==> src/logic/id_pkg.sv <==
// Shared widths, field positions, encodings and pipeline structs, imported by every decode-stage file
package id_pkg;

  ////////////////////
  // Widths
  ////////////////////

  localparam int unsigned XLEN = 32;

  // Data or address word
  typedef logic [XLEN-1:0] word_t;

  // Register file index
  typedef logic [4:0] rf_addr_t;

  // Instruction field positions
  localparam int unsigned RS1_MSB    = 19;
  localparam int unsigned RS1_LSB    = 15;
  localparam int unsigned RS2_MSB    = 24;
  localparam int unsigned RS2_LSB    = 20;
  localparam int unsigned RD_MSB     = 11;
  localparam int unsigned RD_LSB     = 7;
  localparam int unsigned OPCODE_MSB = 6;
  localparam int unsigned OPCODE_LSB = 0;

  ////////////////////
  // Opcodes
  ////////////////////

  localparam logic [6:0] OPC_OP     = 7'h33;
  localparam logic [6:0] OPC_OP_IMM = 7'h13;
  localparam logic [6:0] OPC_LUI    = 7'h37;
  localparam logic [6:0] OPC_AUIPC  = 7'h17;
  localparam logic [6:0] OPC_LOAD   = 7'h03;
  localparam logic [6:0] OPC_STORE  = 7'h23;
  localparam logic [6:0] OPC_BRANCH = 7'h63;
  localparam logic [6:0] OPC_JAL    = 7'h6f;
  localparam logic [6:0] OPC_JALR   = 7'h67;

  // Link offset for JAL and JALR
  localparam word_t PC_INCR = 32'd4;

  ////////////////////
  // Encodings
  ////////////////////

  // ALU operation, compares share the encoding space
  typedef enum logic [3:0] {
    ALU_ADD, ALU_SUB, ALU_SLL, ALU_SLT, ALU_SLTU, ALU_XOR, ALU_SRL, ALU_SRA,
    ALU_OR,  ALU_AND, ALU_EQ,  ALU_NE,  ALU_LT,   ALU_GE,  ALU_LTU, ALU_GEU
  } alu_op_e;

  typedef enum logic [1:0] {OP_A_REG, OP_A_PC, OP_A_ZERO, OP_A_NONE} op_a_sel_e;
  typedef enum logic [1:0] {OP_B_REG, OP_B_IMM, OP_B_PCINCR, OP_B_NONE} op_b_sel_e;
  typedef enum logic [1:0] {OP_C_REG, OP_C_BCH, OP_C_NONE} op_c_sel_e;
  typedef enum logic [2:0] {IMM_I, IMM_S, IMM_B, IMM_U, IMM_J} imm_sel_e;

  // Forwarding source picked by the hazard controller
  typedef enum logic [1:0] {FW_REGFILE, FW_EX, FW_WB} fw_sel_e;

  // Memory access size as seen by the LSU
  typedef enum logic [1:0] {LSU_BYTE, LSU_HALF, LSU_WORD} lsu_size_e;

  ////////////////////
  // Pipeline structs
  ////////////////////

  // Fetched instruction and its address
  typedef struct packed {
    word_t pc;
    word_t instr;
  } if_id_t;

  // Forwarding controls and data
  typedef struct packed {
    fw_sel_e a_sel;
    fw_sel_e b_sel;
    fw_sel_e jalr_sel;
    word_t   ex_data;
    word_t   wb_data;
  } byp_t;

  // Decoder result
  typedef struct packed {
    logic      alu_en;
    alu_op_e   alu_op;
    logic      bch;
    logic      jmp;
    logic      jmpr;
    logic      lsu_en;
    logic      lsu_we;
    lsu_size_e lsu_size;
    logic      lsu_sext;
    logic      rf_we;
    rf_addr_t  rf_waddr;
    logic      illegal;
    op_a_sel_e op_a_sel;
    op_b_sel_e op_b_sel;
    op_c_sel_e op_c_sel;
    imm_sel_e  imm_sel;
    word_t     imm;
  } dec_ctrl_t;

  // Registered stage output towards EX
  typedef struct packed {
    logic      alu_en;
    alu_op_e   alu_op;
    logic      bch;
    logic      jmp;
    logic      lsu_en;
    logic      lsu_we;
    lsu_size_e lsu_size;
    logic      lsu_sext;
    logic      rf_we;
    rf_addr_t  rf_waddr;
    logic      illegal;
    word_t     pc;
    word_t     operand_a;
    word_t     operand_b;
    word_t     operand_c;
  } id_ex_t;

endpackage

==> src/logic/id_decoder.sv <==
// RV32I instruction decoder, turns an instruction word into control fields and the immediate
`timescale 1ns/1ps

module id_decoder import id_pkg::*; (
  input  word_t      instr_i,
  output dec_ctrl_t  ctrl_o,
  output logic [1:0] rf_re_o
);

  logic [6:0] opcode;
  logic [2:0] funct3;
  logic [6:0] funct7;

  // Immediates of every format
  word_t imm_i;
  word_t imm_s;
  word_t imm_b;
  word_t imm_u;
  word_t imm_j;

  assign opcode = instr_i[OPCODE_MSB:OPCODE_LSB];
  assign funct3 = instr_i[14:12];
  assign funct7 = instr_i[31:25];

  ////////////////////
  // Immediates
  ////////////////////

  // Sign bit is always instr[31]
  assign imm_i = {{20{instr_i[31]}}, instr_i[31:20]};
  assign imm_s = {{20{instr_i[31]}}, instr_i[31:25], instr_i[11:7]};
  assign imm_b = {{19{instr_i[31]}}, instr_i[31], instr_i[7], instr_i[30:25],
                  instr_i[11:8], 1'b0};
  // Upper immediate, low bits zero filled
  assign imm_u = {instr_i[31:12], 12'b0};
  assign imm_j = {{12{instr_i[31]}}, instr_i[19:12], instr_i[20], instr_i[30:21], 1'b0};

  ////////////////////
  // Decode
  ////////////////////

  always_comb begin : decode
    // Defaults describe a no-op with no unit enabled
    ctrl_o.alu_en   = 1'b0;
    ctrl_o.alu_op   = ALU_ADD;
    ctrl_o.bch      = 1'b0;
    ctrl_o.jmp      = 1'b0;
    ctrl_o.jmpr     = 1'b0;
    ctrl_o.lsu_en   = 1'b0;
    ctrl_o.lsu_we   = 1'b0;
    ctrl_o.lsu_size = LSU_WORD;
    ctrl_o.lsu_sext = 1'b0;
    ctrl_o.rf_we    = 1'b0;
    ctrl_o.rf_waddr = instr_i[RD_MSB:RD_LSB];
    ctrl_o.illegal  = 1'b0;
    ctrl_o.op_a_sel = OP_A_NONE;
    ctrl_o.op_b_sel = OP_B_NONE;
    ctrl_o.op_c_sel = OP_C_NONE;
    ctrl_o.imm_sel  = IMM_I;
    ctrl_o.imm      = imm_i;
    rf_re_o         = 2'b00;

    case (opcode)
      // Register-register and register-immediate ALU forms
      OPC_OP, OPC_OP_IMM: begin
        ctrl_o.alu_en   = 1'b1;
        ctrl_o.rf_we    = 1'b1;
        ctrl_o.op_a_sel = OP_A_REG;
        rf_re_o[0]      = 1'b1;
        if (opcode == OPC_OP) begin
          ctrl_o.op_b_sel = OP_B_REG;
          rf_re_o[1]      = 1'b1;
          // Only SUB and SRA may carry the alternate funct7
          if (funct7 == 7'b0100000) begin
            ctrl_o.illegal = (funct3 != 3'b000) && (funct3 != 3'b101);
          end else begin
            ctrl_o.illegal = (funct7 != 7'b0000000);
          end
        end else begin
          ctrl_o.op_b_sel = OP_B_IMM;
          // Shift amounts need a clean upper field
          if (funct3 == 3'b001) begin
            ctrl_o.illegal = (funct7 != 7'b0000000);
          end else if (funct3 == 3'b101) begin
            ctrl_o.illegal = (funct7 != 7'b0000000) && (funct7 != 7'b0100000);
          end
        end
        case (funct3)
          3'b000: begin
            // ADDI has no subtract form
            if (opcode == OPC_OP && funct7[5]) ctrl_o.alu_op = ALU_SUB;
            else                               ctrl_o.alu_op = ALU_ADD;
          end
          3'b001: ctrl_o.alu_op = ALU_SLL;
          3'b010: ctrl_o.alu_op = ALU_SLT;
          3'b011: ctrl_o.alu_op = ALU_SLTU;
          3'b100: ctrl_o.alu_op = ALU_XOR;
          3'b101: ctrl_o.alu_op = funct7[5] ? ALU_SRA : ALU_SRL;
          3'b110: ctrl_o.alu_op = ALU_OR;
          default: ctrl_o.alu_op = ALU_AND;
        endcase
      end

      // Upper immediates go through the adder
      OPC_LUI, OPC_AUIPC: begin
        ctrl_o.alu_en   = 1'b1;
        ctrl_o.rf_we    = 1'b1;
        ctrl_o.op_a_sel = (opcode == OPC_LUI) ? OP_A_ZERO : OP_A_PC;
        ctrl_o.op_b_sel = OP_B_IMM;
        ctrl_o.imm_sel  = IMM_U;
      end

      OPC_LOAD: begin
        ctrl_o.lsu_en   = 1'b1;
        ctrl_o.rf_we    = 1'b1;
        ctrl_o.op_a_sel = OP_A_REG;
        ctrl_o.op_b_sel = OP_B_IMM;
        ctrl_o.lsu_size = lsu_size_e'(funct3[1:0]);
        // LBU and LHU zero extend
        ctrl_o.lsu_sext = ~funct3[2];
        rf_re_o[0]      = 1'b1;
        ctrl_o.illegal  = (funct3[1:0] == 2'b11) || (funct3 == 3'b110);
      end

      OPC_STORE: begin
        ctrl_o.lsu_en   = 1'b1;
        ctrl_o.lsu_we   = 1'b1;
        ctrl_o.op_a_sel = OP_A_REG;
        ctrl_o.op_b_sel = OP_B_IMM;
        // Store data rides on operand C
        ctrl_o.op_c_sel = OP_C_REG;
        ctrl_o.imm_sel  = IMM_S;
        ctrl_o.lsu_size = lsu_size_e'(funct3[1:0]);
        rf_re_o         = 2'b11;
        ctrl_o.illegal  = funct3[2] || (funct3[1:0] == 2'b11);
      end

      OPC_BRANCH: begin
        ctrl_o.alu_en   = 1'b1;
        ctrl_o.bch      = 1'b1;
        ctrl_o.op_a_sel = OP_A_REG;
        ctrl_o.op_b_sel = OP_B_REG;
        ctrl_o.op_c_sel = OP_C_BCH;
        ctrl_o.imm_sel  = IMM_B;
        rf_re_o         = 2'b11;
        case (funct3)
          3'b000: ctrl_o.alu_op = ALU_EQ;
          3'b001: ctrl_o.alu_op = ALU_NE;
          3'b100: ctrl_o.alu_op = ALU_LT;
          3'b101: ctrl_o.alu_op = ALU_GE;
          3'b110: ctrl_o.alu_op = ALU_LTU;
          3'b111: ctrl_o.alu_op = ALU_GEU;
          default: ctrl_o.illegal = 1'b1;
        endcase
      end

      // Jumps compute the link address pc + 4 in the ALU
      OPC_JAL, OPC_JALR: begin
        ctrl_o.alu_en   = 1'b1;
        ctrl_o.jmp      = 1'b1;
        ctrl_o.rf_we    = 1'b1;
        ctrl_o.op_a_sel = OP_A_PC;
        ctrl_o.op_b_sel = OP_B_PCINCR;
        if (opcode == OPC_JAL) begin
          ctrl_o.imm_sel = IMM_J;
        end else begin
          ctrl_o.jmpr    = 1'b1;
          rf_re_o[0]     = 1'b1;
          ctrl_o.illegal = (funct3 != 3'b000);
        end
      end

      default: ctrl_o.illegal = 1'b1;
    endcase

    // Illegal encodings leave no unit enabled and keep the operand registers
    if (ctrl_o.illegal) begin
      ctrl_o.alu_en   = 1'b0;
      ctrl_o.bch      = 1'b0;
      ctrl_o.jmp      = 1'b0;
      ctrl_o.jmpr     = 1'b0;
      ctrl_o.lsu_en   = 1'b0;
      ctrl_o.lsu_we   = 1'b0;
      ctrl_o.rf_we    = 1'b0;
      ctrl_o.op_a_sel = OP_A_NONE;
      ctrl_o.op_b_sel = OP_B_NONE;
      ctrl_o.op_c_sel = OP_C_NONE;
      // Both sources are read so a later handler sees them
      rf_re_o         = 2'b11;
    end

    // Immediate of the chosen format
    case (ctrl_o.imm_sel)
      IMM_S:   ctrl_o.imm = imm_s;
      IMM_B:   ctrl_o.imm = imm_b;
      IMM_U:   ctrl_o.imm = imm_u;
      IMM_J:   ctrl_o.imm = imm_j;
      default: ctrl_o.imm = imm_i;
    endcase
  end

endmodule

==> src/logic/id_operand_sel.sv <==
// Operand forwarding and selection plus branch and jump target arithmetic for the decode stage
`timescale 1ns/1ps

module id_operand_sel import id_pkg::*; (
  input  word_t     pc_i,
  input  dec_ctrl_t ctrl_i,
  input  word_t     rs1_data_i,
  input  word_t     rs2_data_i,
  input  byp_t      byp_i,
  output word_t     operand_a_o,
  output word_t     operand_b_o,
  output word_t     operand_c_o,
  output word_t     jmp_target_o
);

  // Forwarded source values
  word_t rs1_fw;
  word_t rs2_fw;
  word_t jalr_fw;

  // Target adders
  word_t bch_target;
  word_t jalr_sum;

  // Pick register file, EX result or WB result
  function automatic word_t fw_mux(
    input fw_sel_e sel,
    input word_t   rf_data,
    input word_t   ex_data,
    input word_t   wb_data
  );
    word_t res;
    case (sel)
      FW_EX:   res = ex_data;
      FW_WB:   res = wb_data;
      default: res = rf_data;
    endcase
    return res;
  endfunction

  ////////////////////
  // Forwarding
  ////////////////////

  assign rs1_fw  = fw_mux(byp_i.a_sel, rs1_data_i, byp_i.ex_data, byp_i.wb_data);
  assign rs2_fw  = fw_mux(byp_i.b_sel, rs2_data_i, byp_i.ex_data, byp_i.wb_data);

  // JALR base has its own select since the target leaves ID early
  assign jalr_fw = fw_mux(byp_i.jalr_sel, rs1_data_i, byp_i.ex_data, byp_i.wb_data);

  ////////////////////
  // Targets
  ////////////////////

  // Branch target and JAL target share one adder
  assign bch_target = pc_i + ctrl_i.imm;
  assign jalr_sum   = jalr_fw + ctrl_i.imm;

  // JALR clears bit 0 of the sum
  assign jmp_target_o = ctrl_i.jmpr ? {jalr_sum[XLEN-1:1], 1'b0} : bch_target;

  ////////////////////
  // Operand muxes
  ////////////////////

  always_comb begin : operand_a_mux
    case (ctrl_i.op_a_sel)
      OP_A_PC:   operand_a_o = pc_i;
      OP_A_ZERO: operand_a_o = '0;
      // NONE is never loaded downstream
      default:   operand_a_o = rs1_fw;
    endcase
  end

  always_comb begin : operand_b_mux
    case (ctrl_i.op_b_sel)
      OP_B_IMM:    operand_b_o = ctrl_i.imm;
      OP_B_PCINCR: operand_b_o = PC_INCR;
      default:     operand_b_o = rs2_fw;
    endcase
  end

  // Store data or branch target
  always_comb begin : operand_c_mux
    case (ctrl_i.op_c_sel)
      OP_C_BCH: operand_c_o = bch_target;
      default:  operand_c_o = rs2_fw;
    endcase
  end

endmodule

==> src/logic/id_ex_reg.sv <==
// ID/EX pipeline register with valid/ready handshake and enable-gated field loads
`timescale 1ns/1ps

module id_ex_reg import id_pkg::*; (
  input  logic      clk,
  input  logic      rst_n,
  input  logic      in_valid_i,
  output logic      in_ready_o,
  input  word_t     pc_i,
  input  dec_ctrl_t ctrl_i,
  input  word_t     operand_a_i,
  input  word_t     operand_b_i,
  input  word_t     operand_c_i,
  output id_ex_t    id_ex_o,
  output logic      out_valid_o,
  input  logic      out_ready_i
);

  logic accept;

  // Room when empty or when EX drains this cycle
  assign in_ready_o = !out_valid_o || out_ready_i;
  assign accept     = in_valid_i && in_ready_o;

  always_ff @(posedge clk or negedge rst_n) begin : pipe_regs
    if (!rst_n) begin
      out_valid_o <= 1'b0;
      id_ex_o     <= '0;
      id_ex_o.alu_op <= ALU_SLTU;
    end else begin
      if (accept) begin
        out_valid_o <= 1'b1;

        // Enables always follow the new instruction
        id_ex_o.alu_en  <= ctrl_i.alu_en;
        id_ex_o.lsu_en  <= ctrl_i.lsu_en;
        id_ex_o.rf_we   <= ctrl_i.rf_we;
        id_ex_o.illegal <= ctrl_i.illegal;
        id_ex_o.pc      <= pc_i;

        // Unit fields only toggle when the unit is used
        if (ctrl_i.alu_en) begin
          id_ex_o.alu_op <= ctrl_i.alu_op;
          id_ex_o.bch    <= ctrl_i.bch;
          id_ex_o.jmp    <= ctrl_i.jmp;
        end
        if (ctrl_i.lsu_en) begin
          id_ex_o.lsu_we   <= ctrl_i.lsu_we;
          id_ex_o.lsu_size <= ctrl_i.lsu_size;
          id_ex_o.lsu_sext <= ctrl_i.lsu_sext;
        end
        if (ctrl_i.rf_we) begin
          id_ex_o.rf_waddr <= ctrl_i.rf_waddr;
        end

        // Unused operands keep their value
        if (ctrl_i.op_a_sel != OP_A_NONE) begin
          id_ex_o.operand_a <= operand_a_i;
        end
        if (ctrl_i.op_b_sel != OP_B_NONE) begin
          id_ex_o.operand_b <= operand_b_i;
        end
        if (ctrl_i.op_c_sel != OP_C_NONE) begin
          id_ex_o.operand_c <= operand_c_i;
        end
      end else if (out_ready_i) begin
        // Drained with nothing new behind it
        out_valid_o <= 1'b0;
      end
    end
  end

endmodule

==> src/logic/id_stage.sv <==
// Decode stage top, connects decoder, operand selection and the ID/EX register
`timescale 1ns/1ps

module id_stage import id_pkg::*; (
  input  logic       clk,
  input  logic       rst_n,

  // Fetch side
  input  if_id_t     if_id_i,
  input  logic       in_valid_i,
  output logic       in_ready_o,

  // Register file read ports
  output logic [1:0] rf_re_o,
  output rf_addr_t   rf_raddr_o [2],
  input  word_t      rf_rdata_i [2],

  // Hazard controller
  input  byp_t       byp_i,

  // Jump target towards fetch
  output word_t      jmp_target_o,

  // EX side
  output id_ex_t     id_ex_o,
  output logic       out_valid_o,
  input  logic       out_ready_i
);

  dec_ctrl_t ctrl;
  word_t     operand_a;
  word_t     operand_b;
  word_t     operand_c;

  // Source indices straight from the instruction word
  assign rf_raddr_o[0] = if_id_i.instr[RS1_MSB:RS1_LSB];
  assign rf_raddr_o[1] = if_id_i.instr[RS2_MSB:RS2_LSB];

  ////////////////////
  // Decode
  ////////////////////

  id_decoder id_decoder_i (
    .instr_i ( if_id_i.instr ),
    .ctrl_o  ( ctrl          ),
    .rf_re_o ( rf_re_o       )
  );

  ////////////////////
  // Operands
  ////////////////////

  id_operand_sel id_operand_sel_i (
    .pc_i         ( if_id_i.pc    ),
    .ctrl_i       ( ctrl          ),
    .rs1_data_i   ( rf_rdata_i[0] ),
    .rs2_data_i   ( rf_rdata_i[1] ),
    .byp_i        ( byp_i         ),
    .operand_a_o  ( operand_a     ),
    .operand_b_o  ( operand_b     ),
    .operand_c_o  ( operand_c     ),
    .jmp_target_o ( jmp_target_o  )
  );

  ////////////////////
  // ID/EX register
  ////////////////////

  id_ex_reg id_ex_reg_i (
    .clk         ( clk         ),
    .rst_n       ( rst_n       ),
    .in_valid_i  ( in_valid_i  ),
    .in_ready_o  ( in_ready_o  ),
    .pc_i        ( if_id_i.pc  ),
    .ctrl_i      ( ctrl        ),
    .operand_a_i ( operand_a   ),
    .operand_b_i ( operand_b   ),
    .operand_c_i ( operand_c   ),
    .id_ex_o     ( id_ex_o     ),
    .out_valid_o ( out_valid_o ),
    .out_ready_i ( out_ready_i )
  );

endmodule

==> config.mk <==
export PLATFORM = sky130hd
export DESIGN_NAME = id_stage
export DESIGN_NICKNAME = d
export VERILOG_FILES = /design/src/logic/id_pkg.sv /design/src/logic/id_decoder.sv /design/src/logic/id_operand_sel.sv /design/src/logic/id_ex_reg.sv /design/src/logic/id_stage.sv
export SDC_FILE = /design/constraint.sdc
export NUM_CORES = 1
export LEC_CHECK = 0
export BUFFER_PORTS_ARGS = -buffer_cell sky130_fd_sc_hd__buf_2
export CORE_UTILIZATION = 45
export CTS_CLUSTER_DIAMETER = 120
export DETAILED_ROUTE_END_ITERATION = 10
export PLACE_DENSITY = 0.82
export SYNTH_ARGS = -nofsm -noshare
export SYNTH_HDL_FRONTEND = slang
export SYNTH_HIERARCHICAL = 1
export SYNTH_SLANG_ARGS = --single-unit
==> constraint.sdc <==
create_clock -name clk -period 4.08 [get_ports clk]
set_input_delay 0.204 -clock clk [delete_from_list [all_inputs] [get_ports clk]]
set_output_delay 0.204 -clock clk [all_outputs]
set_load 0.05 [all_outputs]
; Word-level counts from Yosys, hierarchy flattened
; Cells that the tools add are included.
[totals]
elab_cells = 129
register_bits = 148
out_inout_bits = 193
in_bits = 202
[op_classes]
n_reduce_logical = 27
bitwise_logic = 1
eq_ne = 38
addsub = 2
n_mux = 45
[ops]
columns = operator, n
row1 = $pmux W32 S2, 5
row2 = $pmux W31 S4, 1
row3 = $add A32 B32 Y32, 2
row4 = $mux W32, 2
row5 = $eq A7 B6 Y1 const B, 4
row6 = $pmux W4 S7, 1
row7 = $pmux W4 S6, 1
row8 = $eq A7 B7 Y1 const B, 3
row9 = $mux W1, 21
row10 = $pmux W4 S5, 1
row11 = $eq A3 B3 Y1 const B, 5
row12 = $eq A7 B5 Y1 const B, 2
row13 = $reduce_or A7 Y1, 2
row14 = $eq A2 B1 Y1 const B, 6
row15 = $eq A2 B2 Y1 const B, 6
row16 = $eq A3 B2 Y1 const B, 4
row17 = $pmux W3 S4, 1
row18 = $reduce_and A2 Y1, 6
row19 = $reduce_or A2 Y1, 5
row20 = $mux W2, 4
row21 = $pmux W4 S2, 1
row22 = $eq A7 B2 Y1 const B, 1
row23 = $ne A7 B6 Y1 const B, 1
row24 = $reduce_bool A7 Y1, 1
row25 = other kinds (18), 27

; Longest topological paths before layout
[depth]
word_depth = 9
depth_mapped = 19
ltp_nobuf = 17

; Cells and area by module
; Netlist, hierarchy kept.
[modules_own_cells]
columns = mod, instances, area_per_inst_um2, cells_per_inst, seq_area_each_um2
row1 = id_operand_sel, 1, 6449.9, 1008, 0.0
row2 = id_ex_reg, 1, 5958.2, 321, 3704.8
row3 = id_decoder, 1, 897.1, 139, 0.0
row4 = id_stage, 1, 75.1, 10, 0.0

; Worst setup path before layout
; Ideal clock, no wire load.
[synth_path]
path_kind = input-to-output
start = in if_id_i[3] in the netlist's numbering
end = out jmp_target_o[22]
arrival_time_ps = 4371
t_required_ps = 3876
stages = 17
slack_ps = -495
n_path_buf = 2
cell_sequence = and4bb_4 -> and3_4 -> buf_6 -> or2_1 -> buf_2 -> o21ai_0 -> ha_1 -> inv_1 -> fa_1 -> nor2b_1 -> o21a_1 -> o21ai_1 -> a211oi_1 -> o21ai_1 -> o32a_1 -> xor2_1 -> o21ai_0
[synth_lines]
columns = element, line_no
row1 = start: declaration, id_stage.sv:9  ; input if_id_t if_id_i,
row2 = end: declaration, id_stage.sv:22  ; output word_t jmp_target_o,

==> run_results.csv <==
group,metric,value,unit
yosys,yosys_warnings,6,
outcome,status,"complete, but fails checks",
clock_tree,cts_root_buf,"clkbuf_16",
sta,finalClockSkew,0.01116,ns
finish,drive_above_1_share,41.35,%
die,floorplan.initialDensity,46.21,%
pwr,p_per_area,445.1,nW/um2
setup_path,required,3.88,ns
global_routing,grt.total_usage,34.75,%
sta,setup_ws,-0.04660,ns
global_routing,antenna_found_initial,3,
global_routing,grt_max_degree,96,
finish,final_nets,2188,
route,drtIter0Drc,1420,
sta,rsz0062_at_grt,"yes",
flow_run,maxCapViolCount,0,
outcome,violations,"setup timing",
global_routing,grt_first_pass_wirelength,80.73,mm
clock_tree,path_clk_slew,0.06,ns
route,drt-total-wl,54.13,mm
setup_path,critical_path_class,"input port to output pin",
global_routing,grt-ovfl-total,0,
route,drt_pass1_iterations,6,
yosys,avgSynthCellArea,9.059,um2
setup_path,cp.arrival,3.92,ns
route,wl_per_cell,23.40,um
clock_tree,cts_sinks,148,
yosys,syn_area,13370,um2
placed_design,dpl_worst_slack,-0.08129,ns
route,drc,0,
die,dieHeight,174.4,um
placed_design,port_buffers,394,
clock_tree,clk_path_buf_depth,2,
sta,max_slew_margin,33.02,%
clock_tree,cts_buffers,17,
die,rows,62,
route,via_per_inst,6.105,
min_path,holdCritPathClass,"input port to register",
sta,max_freq,0.2423,GHz
global_routing,grt_pass1_vias,14040,
finish,fin_util,59.88,%
sta,period_needed,4.127,ns
sta,fin_crit_sh,101.1,%
die,dieArea,30410,um2
sta,tightest_slew,1.005,ns
route,vias,14120,
setup_path,endpoint_kind,"output pin",
placed_design,finalWeightedCongestion,0.9814,
die,die_w,174.4,um
yosys,synth_fp_nets,1752,
pwr,p_total,7.713,mW
pwr,peakVddDrop,0.0003948,V
pwr,p_leak,8.922,nW
sta,drv_slew,0,
sta,setup_violations,1,
setup_path,critical_path.startpoint_type,"input port",
die,boundaryPins,395,
clock_tree,htreeDepth,4,
route,antenna_left,0,
yosys,syn_inst,1476,
clock_tree,insertion_delay,0.45,ns
finish,area_growth,29.58,%
clock_tree,cts_tree,"done",
die,core,28940,um2
setup_path,path_max_fanout,10,
placed_design,dp.final_hpwl,40.88,mm
sta,report.final.hold_viol_count,0,
final timing paths:
check	cells after the start	slack, ns	end	start
setup / recovery	19	-0.05	jmp_target_o[30]	if_id_i[4]
min in group asynchronous	2	0.45	id_ex_reg_i/id_ex_o[73]	rst_n
setup reg to reg	3	1.77	id_ex_reg_i/id_ex_o[77]	id_ex_reg_i/out_valid_o
hold / removal	2	0.03	id_ex_reg_i/id_ex_o[130]	if_id_i[8]
max in group asynchronous	3	2.55	id_ex_reg_i/id_ex_o[134]	rst_n
hold reg to reg	1	0.50	id_ex_reg_i/id_ex_o[146]	id_ex_reg_i/id_ex_o[146]
critical path, cell delays in order:
cell and delay [ns]:
buf_2 0.11, buf_4 0.17, and3_4 0.20, or2_4 0.25
buf_6 0.12, o21ai_4 0.18, ha_4 0.16, inv_2 0.04
fa_2 0.38, nor2b_1 0.12, o21a_1 0.18, o21ai_2 0.10
a211oi_2 0.28, o21ai_2 0.16, o31ai_4 0.36, a21oi_2 0.13
xor2_2 0.19, o211ai_1 0.35, clkbuf_16 0.24
power by group:
| group | switching, mW | internal, mW |
|---|---|---|
| combinational | 2.72 | 1.40 |
| sequential | 0.187 | 1.77 |
| clock | 0.663 | 0.974 |
layout by cell type, fill, tap and decap left out, drive strengths merged, types with 12 or more instances in the layout:
cell type	count
buf	525
o21ai	157
nand2	196
xnor2	30
dfrtp	147
inv	35
a22oi	97
nor3	12
mux2	162
nand3	26
ha	72
and2	12
a22o	63
nand2b	14
clkbuf	24
nor2	37
a21oi	63
a31oi	13
xor2	26
nor2b	14
a21o	56
timing repair:
item | CTS | global route
endpoints found under the hold margin | 94 | 0
setup buffers | 0 | 11
hold buffers | 3 | 0
resized for setup | 10 | 71
pin swaps | 2 | 26
setup endpoints to repair | 5 | 18
registers in the layout, summed over array words and instances (netlist names):
register                 flops
id_ex_reg_i/id_ex_o        147
id_ex_reg_i/out_valid_o      1
area by class of cell:
type,count,area [um2]
multi-input cells,1180,9274
flip-flops and latches,148,3705
well taps,384,480.5
clock inverters,10,133.9
repair buffers,530,3138
fillers,2495,11610
clock buffers,22,454.2
diodes,4,10.01
inverters,35,131.4
stage by stage:
step,TNS [ns],instance area (um2),instances,hold WS (ns)
floorplan,0,13420,1476,-0.09159
global placement,-0.05213,16250,2263,0.3543
detailed placement,-0.1909,16250,2263,0.3645
CTS,-0.04064,16910,2298,0.008492
global route,-0.5027,17320,2310,0.01983
finish,-0.04660,17330,2313,0.03200
per-layer routing:
| metal | part of all wire, % | GRT usage (%) | up-vias |
|---|---|---|---|
| met5 | 0 | 0 | - |
| met4 | 3.8 | 16.08 | 0 |
| met3 | 8.2 | 7.393 | 156 |
| met2 | 47 | 56.49 | 821 |
| met1 | 41 | 43.93 | 6815 |
| li1 | - | - | 6330 |
Note: power is estimated with default switching activity, not from simulation.
